## src/hdl/ntt_defines.svh

```systemverilog
/*
 * Shared widths, depths, register slots and modulus constants for the
 * pointwise-multiply coefficient store
 */
`ifndef NTT_DEFINES_SVH
`define NTT_DEFINES_SVH

// Coefficient storage and arithmetic widths
`define NTT_COEF_W      24
`define NTT_MUL_W       23
`define NTT_PROD_W      46
`define NTT_Q           23'd8380417
// floor(2^48 / q) for a 48-bit Barrett shift
`define NTT_BARRETT_M   26'd33587228

// Memory geometry, four slots per row
`define NTT_SLOTS       256
`define NTT_ROWS        64
`define NTT_ADDR_W      9
`define NTT_ROW_W       6
`define NTT_ROW_DATA_W  96

// Host bus
`define NTT_AXI_ADDR_W  12
`define NTT_AXI_DATA_W  32
`define NTT_RESP_OKAY   2'b00
`define NTT_RESP_SLVERR 2'b10

// Register slots above the coefficient area
`define NTT_REG_CTRL    9'd256
`define NTT_REG_SCALAR  9'd257
`define NTT_REG_STATUS  9'd258

`endif

```

## src/hdl/ntt_pkg.sv

```systemverilog
/*
 * Packed request, row and status structs exchanged between the bus
 * decoder, the coefficient memory and the multiply pipeline
 */
`include "ntt_defines.svh"

package ntt_pkg;

    // One single-slot host access, issued in the bus handshake cycle
    typedef struct packed {
        logic                     valid;
        logic                     write;
        logic [`NTT_ADDR_W-1:0]   addr;
        logic [`NTT_COEF_W-1:0]   data;
    } host_req_t;

    // Engine row read request, data returns one cycle later
    typedef struct packed {
        logic                     valid;
        logic [`NTT_ROW_W-1:0]    row;
    } row_rd_t;

    // Engine row write, slot 0 of the row sits in the low 24 bits
    typedef struct packed {
        logic                        valid;
        logic [`NTT_ROW_W-1:0]       row;
        logic [`NTT_ROW_DATA_W-1:0]  data;
    } row_wr_t;

    // Four unreduced products of one row
    typedef struct packed {
        logic                             valid;
        logic [`NTT_ROW_W-1:0]            row;
        logic [3:0][`NTT_PROD_W-1:0]      p;
    } prod_row_t;

    // Engine state as seen by the status register
    typedef struct packed {
        logic busy;
        logic done;
    } engine_stat_t;

endpackage

```

## src/hdl/ntt_axil_decode.sv

```systemverilog
/*
 * AXI4-Lite slave front end. Turns bus writes and reads into single-slot
 * memory accesses and answers with OKAY or SLVERR
 */
`timescale 1ns/1ps
`include "ntt_defines.svh"

module ntt_axil_decode import ntt_pkg::*; (
    input  logic                        clk,
    input  logic                        reset_n,
    input  logic [`NTT_AXI_ADDR_W-1:0]  awaddr,
    input  logic                        awvalid,
    output logic                        awready,
    input  logic [`NTT_AXI_DATA_W-1:0]  wdata,
    input  logic [3:0]                  wstrb,
    input  logic                        wvalid,
    output logic                        wready,
    output logic [1:0]                  bresp,
    output logic                        bvalid,
    input  logic                        bready,
    input  logic [`NTT_AXI_ADDR_W-1:0]  araddr,
    input  logic                        arvalid,
    output logic                        arready,
    output logic [`NTT_AXI_DATA_W-1:0]  rdata,
    output logic [1:0]                  rresp,
    output logic                        rvalid,
    input  logic                        rready,
    input  logic                        busy,
    output host_req_t                   host_req,
    input  logic [`NTT_COEF_W-1:0]      host_rdata
);

    logic [`NTT_ADDR_W-1:0] aw_slot;
    logic [`NTT_ADDR_W-1:0] ar_slot;
    logic                   ar_ok;
    logic                   wr_ok;
    logic                   wr_go;
    logic                   rd_go;
    logic                   rd_err;

    // Word aligned and no higher than the status slot
    function automatic logic in_range(input logic [`NTT_AXI_ADDR_W-1:0] addr);
        return (addr[1:0] == 2'b00) && !addr[`NTT_AXI_ADDR_W-1] &&
               (addr[`NTT_ADDR_W+1:2] <= `NTT_REG_STATUS);
    endfunction

    assign aw_slot = awaddr[`NTT_ADDR_W+1:2];
    assign ar_slot = araddr[`NTT_ADDR_W+1:2];
    assign ar_ok   = in_range(araddr);

    // Only full writes of the coefficient bytes are taken.
    // Coefficient slots are locked while the engine owns the memory
    assign wr_ok = in_range(awaddr) && (wstrb[2:0] == 3'b111) &&
                   !(busy && (aw_slot < `NTT_REG_CTRL));

    // The ready strobes are registered single-cycle pulses and writes win
    // over reads, so at most one host access reaches the memory per cycle
    assign wr_go = awvalid && wvalid && !awready && !bvalid && !arready;
    assign rd_go = arvalid && !arready && !rvalid && !wr_go && !awready;

    // ======================================================================
    // Handshake and response state
    // ======================================================================
    always_ff @(posedge clk or negedge reset_n) begin
        if (!reset_n) begin
            awready <= 1'b0;
            wready  <= 1'b0;
            arready <= 1'b0;
            bvalid  <= 1'b0;
            bresp   <= `NTT_RESP_OKAY;
            rvalid  <= 1'b0;
            rresp   <= `NTT_RESP_OKAY;
            rd_err  <= 1'b0;
        end else begin
            awready <= wr_go;
            wready  <= wr_go;
            arready <= rd_go;

            // Response is held until the master takes it
            if (awready) begin
                bvalid <= 1'b1;
                bresp  <= wr_ok ? `NTT_RESP_OKAY : `NTT_RESP_SLVERR;
            end else if (bready) begin
                bvalid <= 1'b0;
            end

            // Read data lands from memory in the cycle rvalid rises
            if (arready) begin
                rvalid <= 1'b1;
                rresp  <= ar_ok ? `NTT_RESP_OKAY : `NTT_RESP_SLVERR;
                rd_err <= !ar_ok;
            end else if (rready) begin
                rvalid <= 1'b0;
            end
        end
    end

    // The memory holds host_rdata until the next read, so it is stable
    // for as long as rvalid waits on rready
    assign rdata = rd_err ? '0 : `NTT_AXI_DATA_W'(host_rdata);

    // Memory access is issued in the transfer cycle of AW and W or AR
    always_comb begin
        host_req = '0;
        if (awready) begin
            host_req.valid = wr_ok;
            host_req.write = 1'b1;
            host_req.addr  = aw_slot;
            host_req.data  = wdata[`NTT_COEF_W-1:0];
        end else if (arready) begin
            host_req.valid = ar_ok;
            host_req.addr  = ar_slot;
        end
    end

endmodule

```

## config.mk

```make
export PLATFORM = sky130hd
export DESIGN_NAME = ntt_axil_decode
export DESIGN_NICKNAME = d
export VERILOG_FILES = /design/src/hdl/ntt_pkg.sv /design/src/hdl/ntt_axil_decode.sv
export VERILOG_INCLUDE_DIRS = /design/src /design/src/hdl
export SDC_FILE = /design/constraint.sdc
export NUM_CORES = 1
export LEC_CHECK = 0
export ABC_AREA = 1
export BUFFER_PORTS_ARGS = -buffer_cell sky130_fd_sc_hd__clkbuf_2
export CELL_PAD_IN_SITES_DETAIL_PLACEMENT = 1
export CELL_PAD_IN_SITES_GLOBAL_PLACEMENT = 1
export CORE_MARGIN = 2
export CORE_UTILIZATION = 14
export DETAILED_ROUTE_END_ITERATION = 8
export MAX_ROUTING_LAYER = met4
export PLACE_DENSITY = 0.86
export REMOVE_ABC_BUFFERS = 1
export SYNTH_ARGS = -nofsm -noshare
export SYNTH_HDL_FRONTEND = slang
export SYNTH_SLANG_ARGS = --single-unit
```

## constraint.sdc

```tcl
create_clock -name clk -period 1.3 [get_ports clk]
set_input_delay 0.26 -clock clk [delete_from_list [all_inputs] [get_ports clk]]
set_output_delay 0.26 -clock clk [all_outputs]
set_load 0.005 [all_outputs]
```

==> results of run 1 <==
[per-layer routing]
layer | GRT usage | share of wire | up-vias
li1 | - | - | 827
met1 | 0.110 | 0.35 | 727
met2 | 0.227 | 0.54 | 121
met3 | 0.0199 | 0.11 | 2
met4 | 0.0210 | 0.0028 | 0
met5 | - | 0 | -
[repair_timing]
action	in CTS	in global routing
pin swaps	1	24
setup buffers	3	0
cloned	1	3
gates resized for setup	13	52
endpoints found under the setup margin	39	60
hold buffers	1	0
endpoints found under the hold margin	6	0
[path summary, 6_finish.rpt]
path	slack [ps]	from	endpoint	cells after the start
min in group asynchronous	420	reset_n	rvalid	2
hold / removal	230	rready	rvalid	2
max in group asynchronous	700	reset_n	rresp[1]	2
hold reg to reg	520	bresp[1]	bresp[1]	2
setup reg to reg	110	wready	bvalid	5
setup / recovery	-120	wready	host_req[26]	4
[cell usage in the layout, fill, tap and decap left out, types with 6 or more instances in the layout]
cell type  count
nand2_1       50
nor2_4        20
inv_1         28
conb_1        10
buf_2         15
inv_2         25
clkbuf_2     132
buf_4          6
nand3_1       14
nor2_1        14
[synthesized netlist by cell type (all sizes together)]
| cell | count |
|---|---|
| nand3 | 14 |
| dfrtp | 6 |
| nor3b | 1 |
| nor2 | 34 |
| nor3 | 2 |
| o21bai | 1 |
| buf | 22 |
| nand2 | 50 |
| o21ai | 6 |
| inv | 54 |
| conb | 1 |
| nand4 | 1 |
| a21oi | 1 |
[cell families after synthesis]
logic type / count (synthesis) / synth area share
and+or+nand+nor: 102 / 0.431
buffers and inverters: 76 / 0.368
AOI/OAI and AO/OA: 8 / 0.0437
DFF: 6 / 0.154
other: 1 / 0.00385
[report_power, final]
part           internal, W  switching (W)  total [W]
Combinational     0.000435       0.000476   0.000910
Sequential        0.000233      0.0000471   0.000280
Clock             0.000199      0.0000841   0.000284
[flip-flops by register name, indices dropped and copies added, names as in the netlist]
signal / flops
arready: 1
bresp: 1
bvalid: 1
rresp: 1
rvalid: 1
wready: 1
[cell type report]
class,count,area (um^2)
Fill cell,894,4680
Timing Repair Buffer,161,910
Multi-Input combinational cell,120,656
Inverter,54,206
Sequential cell,6,153
Tap cell,80,100
Clock buffer,3,41.3
Timing Repair inverter,1,7.51
[worst reg2reg max path, delay by kind of cell (launching register included)]
| family | cells | cell delay, ps |
|---|---|---|
| AOI/OAI and AO/OA | 1 | 60 |
| buffers and inverters | 4 | 590 |
| DFF | 1 | 460 |
[stage by stage]
stage	util	TNS, ps
2_1_floorplan	-	-7440
3_3_place_gp	0.259	0
3_5_place_dp	0.259	0
4_1_cts	0.277	-3760
5_1_grt	0.307	-7160
6_report	0.307	-3420
==> flow_summary.ini, run 1 <==
[clock_tree]
root_buffer = clkbuf_8
cts_buffer_depth = 2
clk_pin_slew_ps = 40
numCtsBuffers = 3
cts_sinks = 6
cts_tree = done
ctsHtreeMaxLevel = 1
clk_latency_ps = 220

[timing]
post-route-period-util = 1.09
report.final.hold_viol_count = 0
fin_crit_ps = 1420
grt_setup_unrepaired = yes
drv_slew = 0
fin_ws_ps = -118
clock_skew_ps = 1.72
setup_viol = 58
hold_slack_ps = 229
max_freq_ghz = 0.705

[place]
gp_congestion = 0.786
pre_cts_ws_ps = 2.28
placed_cells = 414
dpl_cell_area_mm2 = 0.00175
hpwl_um = 3930
io_buffers = 148

[min_path]
worstHoldPathType = input port to flip-flop

[routing]
avgRoutedWirePerCell_um = 11.7
first_pass_iters = 4
ant_nets = 0
wl_um = 4990
viasPerCell = 3.95
drtIter0Drc = 6
drc = 0
vias = 1677

[power]
fin_total_pwr_w = 0.00147
ir_worst_vdd_mv = 0.251
leakage_nw = 1.41
power.density_mw_per_mm2 = 711

[final_layout]
fin_nets = 439
diodes = 0
drive_above_1_share = 0.620
syn2layout_area_growth_pct = 113
final_area_mm2 = 0.00207
fin_cells = 425

[outcome]
violations = setup timing
outcome = complete, but fails checks

[floorplanning]
start_util = 0.144
rows = 30
die_area_mm2 = 0.00764
coreArea_mm2 = 0.00676
die_h_um = 87.4
ioPinCount = 168
die_w_um = 87.4

[global_route]
antenna_found_initial = 0
grt_max_degree = 27
grt_pass1_wl_um = 6670
grt_usage = 0.112
grt-ovfl-total = 0
grt_pass1_vias = 1563

[synth]
synth_cell_types = 17
ys_seq_elements = 6
syn_area_um2 = 973
synthTopCellsByArea = nand2_1 (19%), dfrtp_1 (15%), buf_4 (14%)
yosysWarningCount = 0
synth.top_cell.area_share = 0.193
seq_area_frac_synth = 0.154
netlist_instances = 193
synth_top_cell_by_area = nand2_1
avgSynthCellArea_um2 = 5.04

[critical_path]
crit_buf_inv = 2
crit_chain = clkinvlp_4 -> nand3_1 -> nand2_1 -> clkbuf_2
crit_type = flip-flop to primary output
critPathTopFamily = flip-flops
critPathMaxStageDelay_ps = 460
endpoint_kind = primary output
slowest_stage = dfrtp_2
worstPathMaxFanout = 6
worstPathArrival_ps = 1160
cp-start-kind = flip-flop
cp.required_ps = 1040

[flow_run]
cap_violations = 0
No activity file was read; power rests on OpenSTA's default activity.
==> run 2, diff against run 1 <==
--- a/config.mk
+++ b/config.mk
@@ -14,7 +14,7 @@
 export CORE_UTILIZATION = 14
 export DETAILED_ROUTE_END_ITERATION = 8
 export MAX_ROUTING_LAYER = met4
-export PLACE_DENSITY = 0.86
+export PLACE_DENSITY_LB_ADDON = 0.12
 export REMOVE_ABC_BUFFERS = 1
 export SYNTH_ARGS = -nofsm -noshare
 export SYNTH_HDL_FRONTEND = slang
==> run 2 against run 1 <==
The run still ends with setup timing left. Largest power group unchanged. First-iteration DRC count rose to 4.0 times the previous value. Non-clock buffer count up 1. Register-to-register slack better by 110 ps. Critical path type unchanged. Routed wire length shrank 4.5%. Final cell count is the same.
==> flow_summary.ini, run 2 (synthesis gave the netlist of run 1 again) <==
[floorplanning]
coreArea_mm2 = 0.00676
die_w_um = 87.4
rows = 30
ioPinCount = 168
die_h_um = 87.4
start_util = 0.144
die_area_mm2 = 0.00764

[critical_path]
endpoint_kind = primary output
cp-start-kind = flip-flop
critPathTopFamily = flip-flops
critical_path_depth = 5
slowest_stage = dfrtp_2
critPathMaxStageDelay_ps = 490
worstPathArrival_ps = 1190
crit_type = flip-flop to primary output
worstPathMaxFanout = 5
crit_buf_inv = 3
crit_chain = inv_4 -> buf_6 -> nand3_2 -> nand2_1 -> buf_2
reg2regPathDepth = 3
cp.required_ps = 1040

[routing]
first_pass_iters = 2
viasPerCell = 3.89
ant_nets = 0
drc = 0
wl_um = 4760
drtIter0Drc = 24
vias = 1655
avgRoutedWirePerCell_um = 11.2

[power]
combPwrFrac = 0.630
power_frac_seq = 0.184
leakage_nw = 1.45
power.density_mw_per_mm2 = 704
fin_total_pwr_w = 0.00150
switching_share = 0.390
clkPwrFrac = 0.186
internal_power_w = 0.000916
switching_power_w = 0.000586
ir_worst_vdd_mv = 0.222

[timing]
report.final.hold_viol_count = 0
hold_slack_ps = 228
clock_skew_ps = 0.781
max_freq_ghz = 0.691
fin_ws_ps = -146
finalSetupTns_ps = -3950
fin_crit_ps = 1450
grt_setup_unrepaired = yes
setup_viol = 55
post-route-period-util = 1.11
drv_slew = 0

[final_layout]
syn2layout_area_growth_pct = 119
utilization = 0.316
drive_above_1_share = 0.672
layout_common_cells = clkbuf_2 (120), nand2_1 (36), inv_1 (28), inv_2 (25), buf_2 (22)
diodes = 0
fin_nets = 439
final_common_cell = clkbuf_2

[clock_tree]
numCtsBuffers = 3
clk_latency_ps = 220
ctsHtreeMaxLevel = 1
clk_pin_slew_ps = 40
cts_sinks = 6
cts_tree = done
root_buffer = clkbuf_8
cts_buffer_depth = 2

[place]
hpwl_um = 3580
io_buffers = 148
gp_congestion = 0.699

[outcome]
outcome = complete, but fails checks
violations = setup timing

[min_path]
worstHoldPathType = input port to flip-flop
whs_path_depth = 2

[flow_run]
cap_violations = 0

[global_route]
grt_max_degree = 41
grt_usage = 0.0955
grt_pass1_vias = 1401
grt_pass1_wl_um = 5730
antenna_found_initial = 0
grt-ovfl-total = 0
[run 2: changes by cell type in the layout (fill, tap and decap cells not counted), sizes merged]
cell	delta
buf	+11
clkinvlp	-2
clkbuf	-10
inv	+1
[run 2: worst paths after layout]
path	startpoint	end	slack [ps]
worst min register to register	bresp[1]	bresp[1]	520
worst max register to register	wready	arready	220
worst max-delay path	wready	host_req[29]	-150
worst min-delay path	bready	bvalid	230
max in group asynchronous	reset_n	wready	730
min in group asynchronous	reset_n	bresp[1]	410
[run 2: power groups by stage]
stage / logic (W) / registers, W / clock network, W
2_1_floorplan: 0.000232 / 0.000323 / 0
3_3_place_gp: 0.000734 / 0.000256 / 0
3_5_place_dp: 0.000738 / 0.000258 / 0
4_1_cts: 0.000769 / 0.000258 / 0.000295
5_1_grt: 0.00105 / 0.000281 / 0.000300
6_report: 0.000946 / 0.000277 / 0.000280
[run 2: area by class of cell]
cell class	count	area (um^2)
clock buffers	3	41.3
fillers	913	4620
inverters	54	205
multi-input cells	120	643
flip-flops and latches	6	153
well taps	80	100
repair buffers	162	992
[run 2: repair_timing]
item,in CTS,in global routing
endpoints found under the hold margin,6,0
setup endpoints to repair,48,42
pin swaps,3,14
hold buffers,1,0
cloned,0,5
resized for setup,8,74
buffers inserted,1,1
[run 2: routing by layer]
layer | vias to the layer above | GRT usage | wire (um)
li1 | 830 | - | -
met1 | 717 | 0.110 | 1920
met2 | 103 | 0.163 | 2310
met3 | 5 | 0.0199 | 489
met4 | 0 | 0.0336 | 51
met5 | - | - | 0
[run 2: metrics by stage]
step | cells | cell area (um^2) | worst slack (ps)
floorplan | 180 | 852 | -460
global placement | 414 | 1750 | 37.7
detailed placement | 414 | 1750 | 37.9
CTS | 419 | 1840 | -130
global route | 425 | 2130 | -195
finish | 425 | 2130 | -146
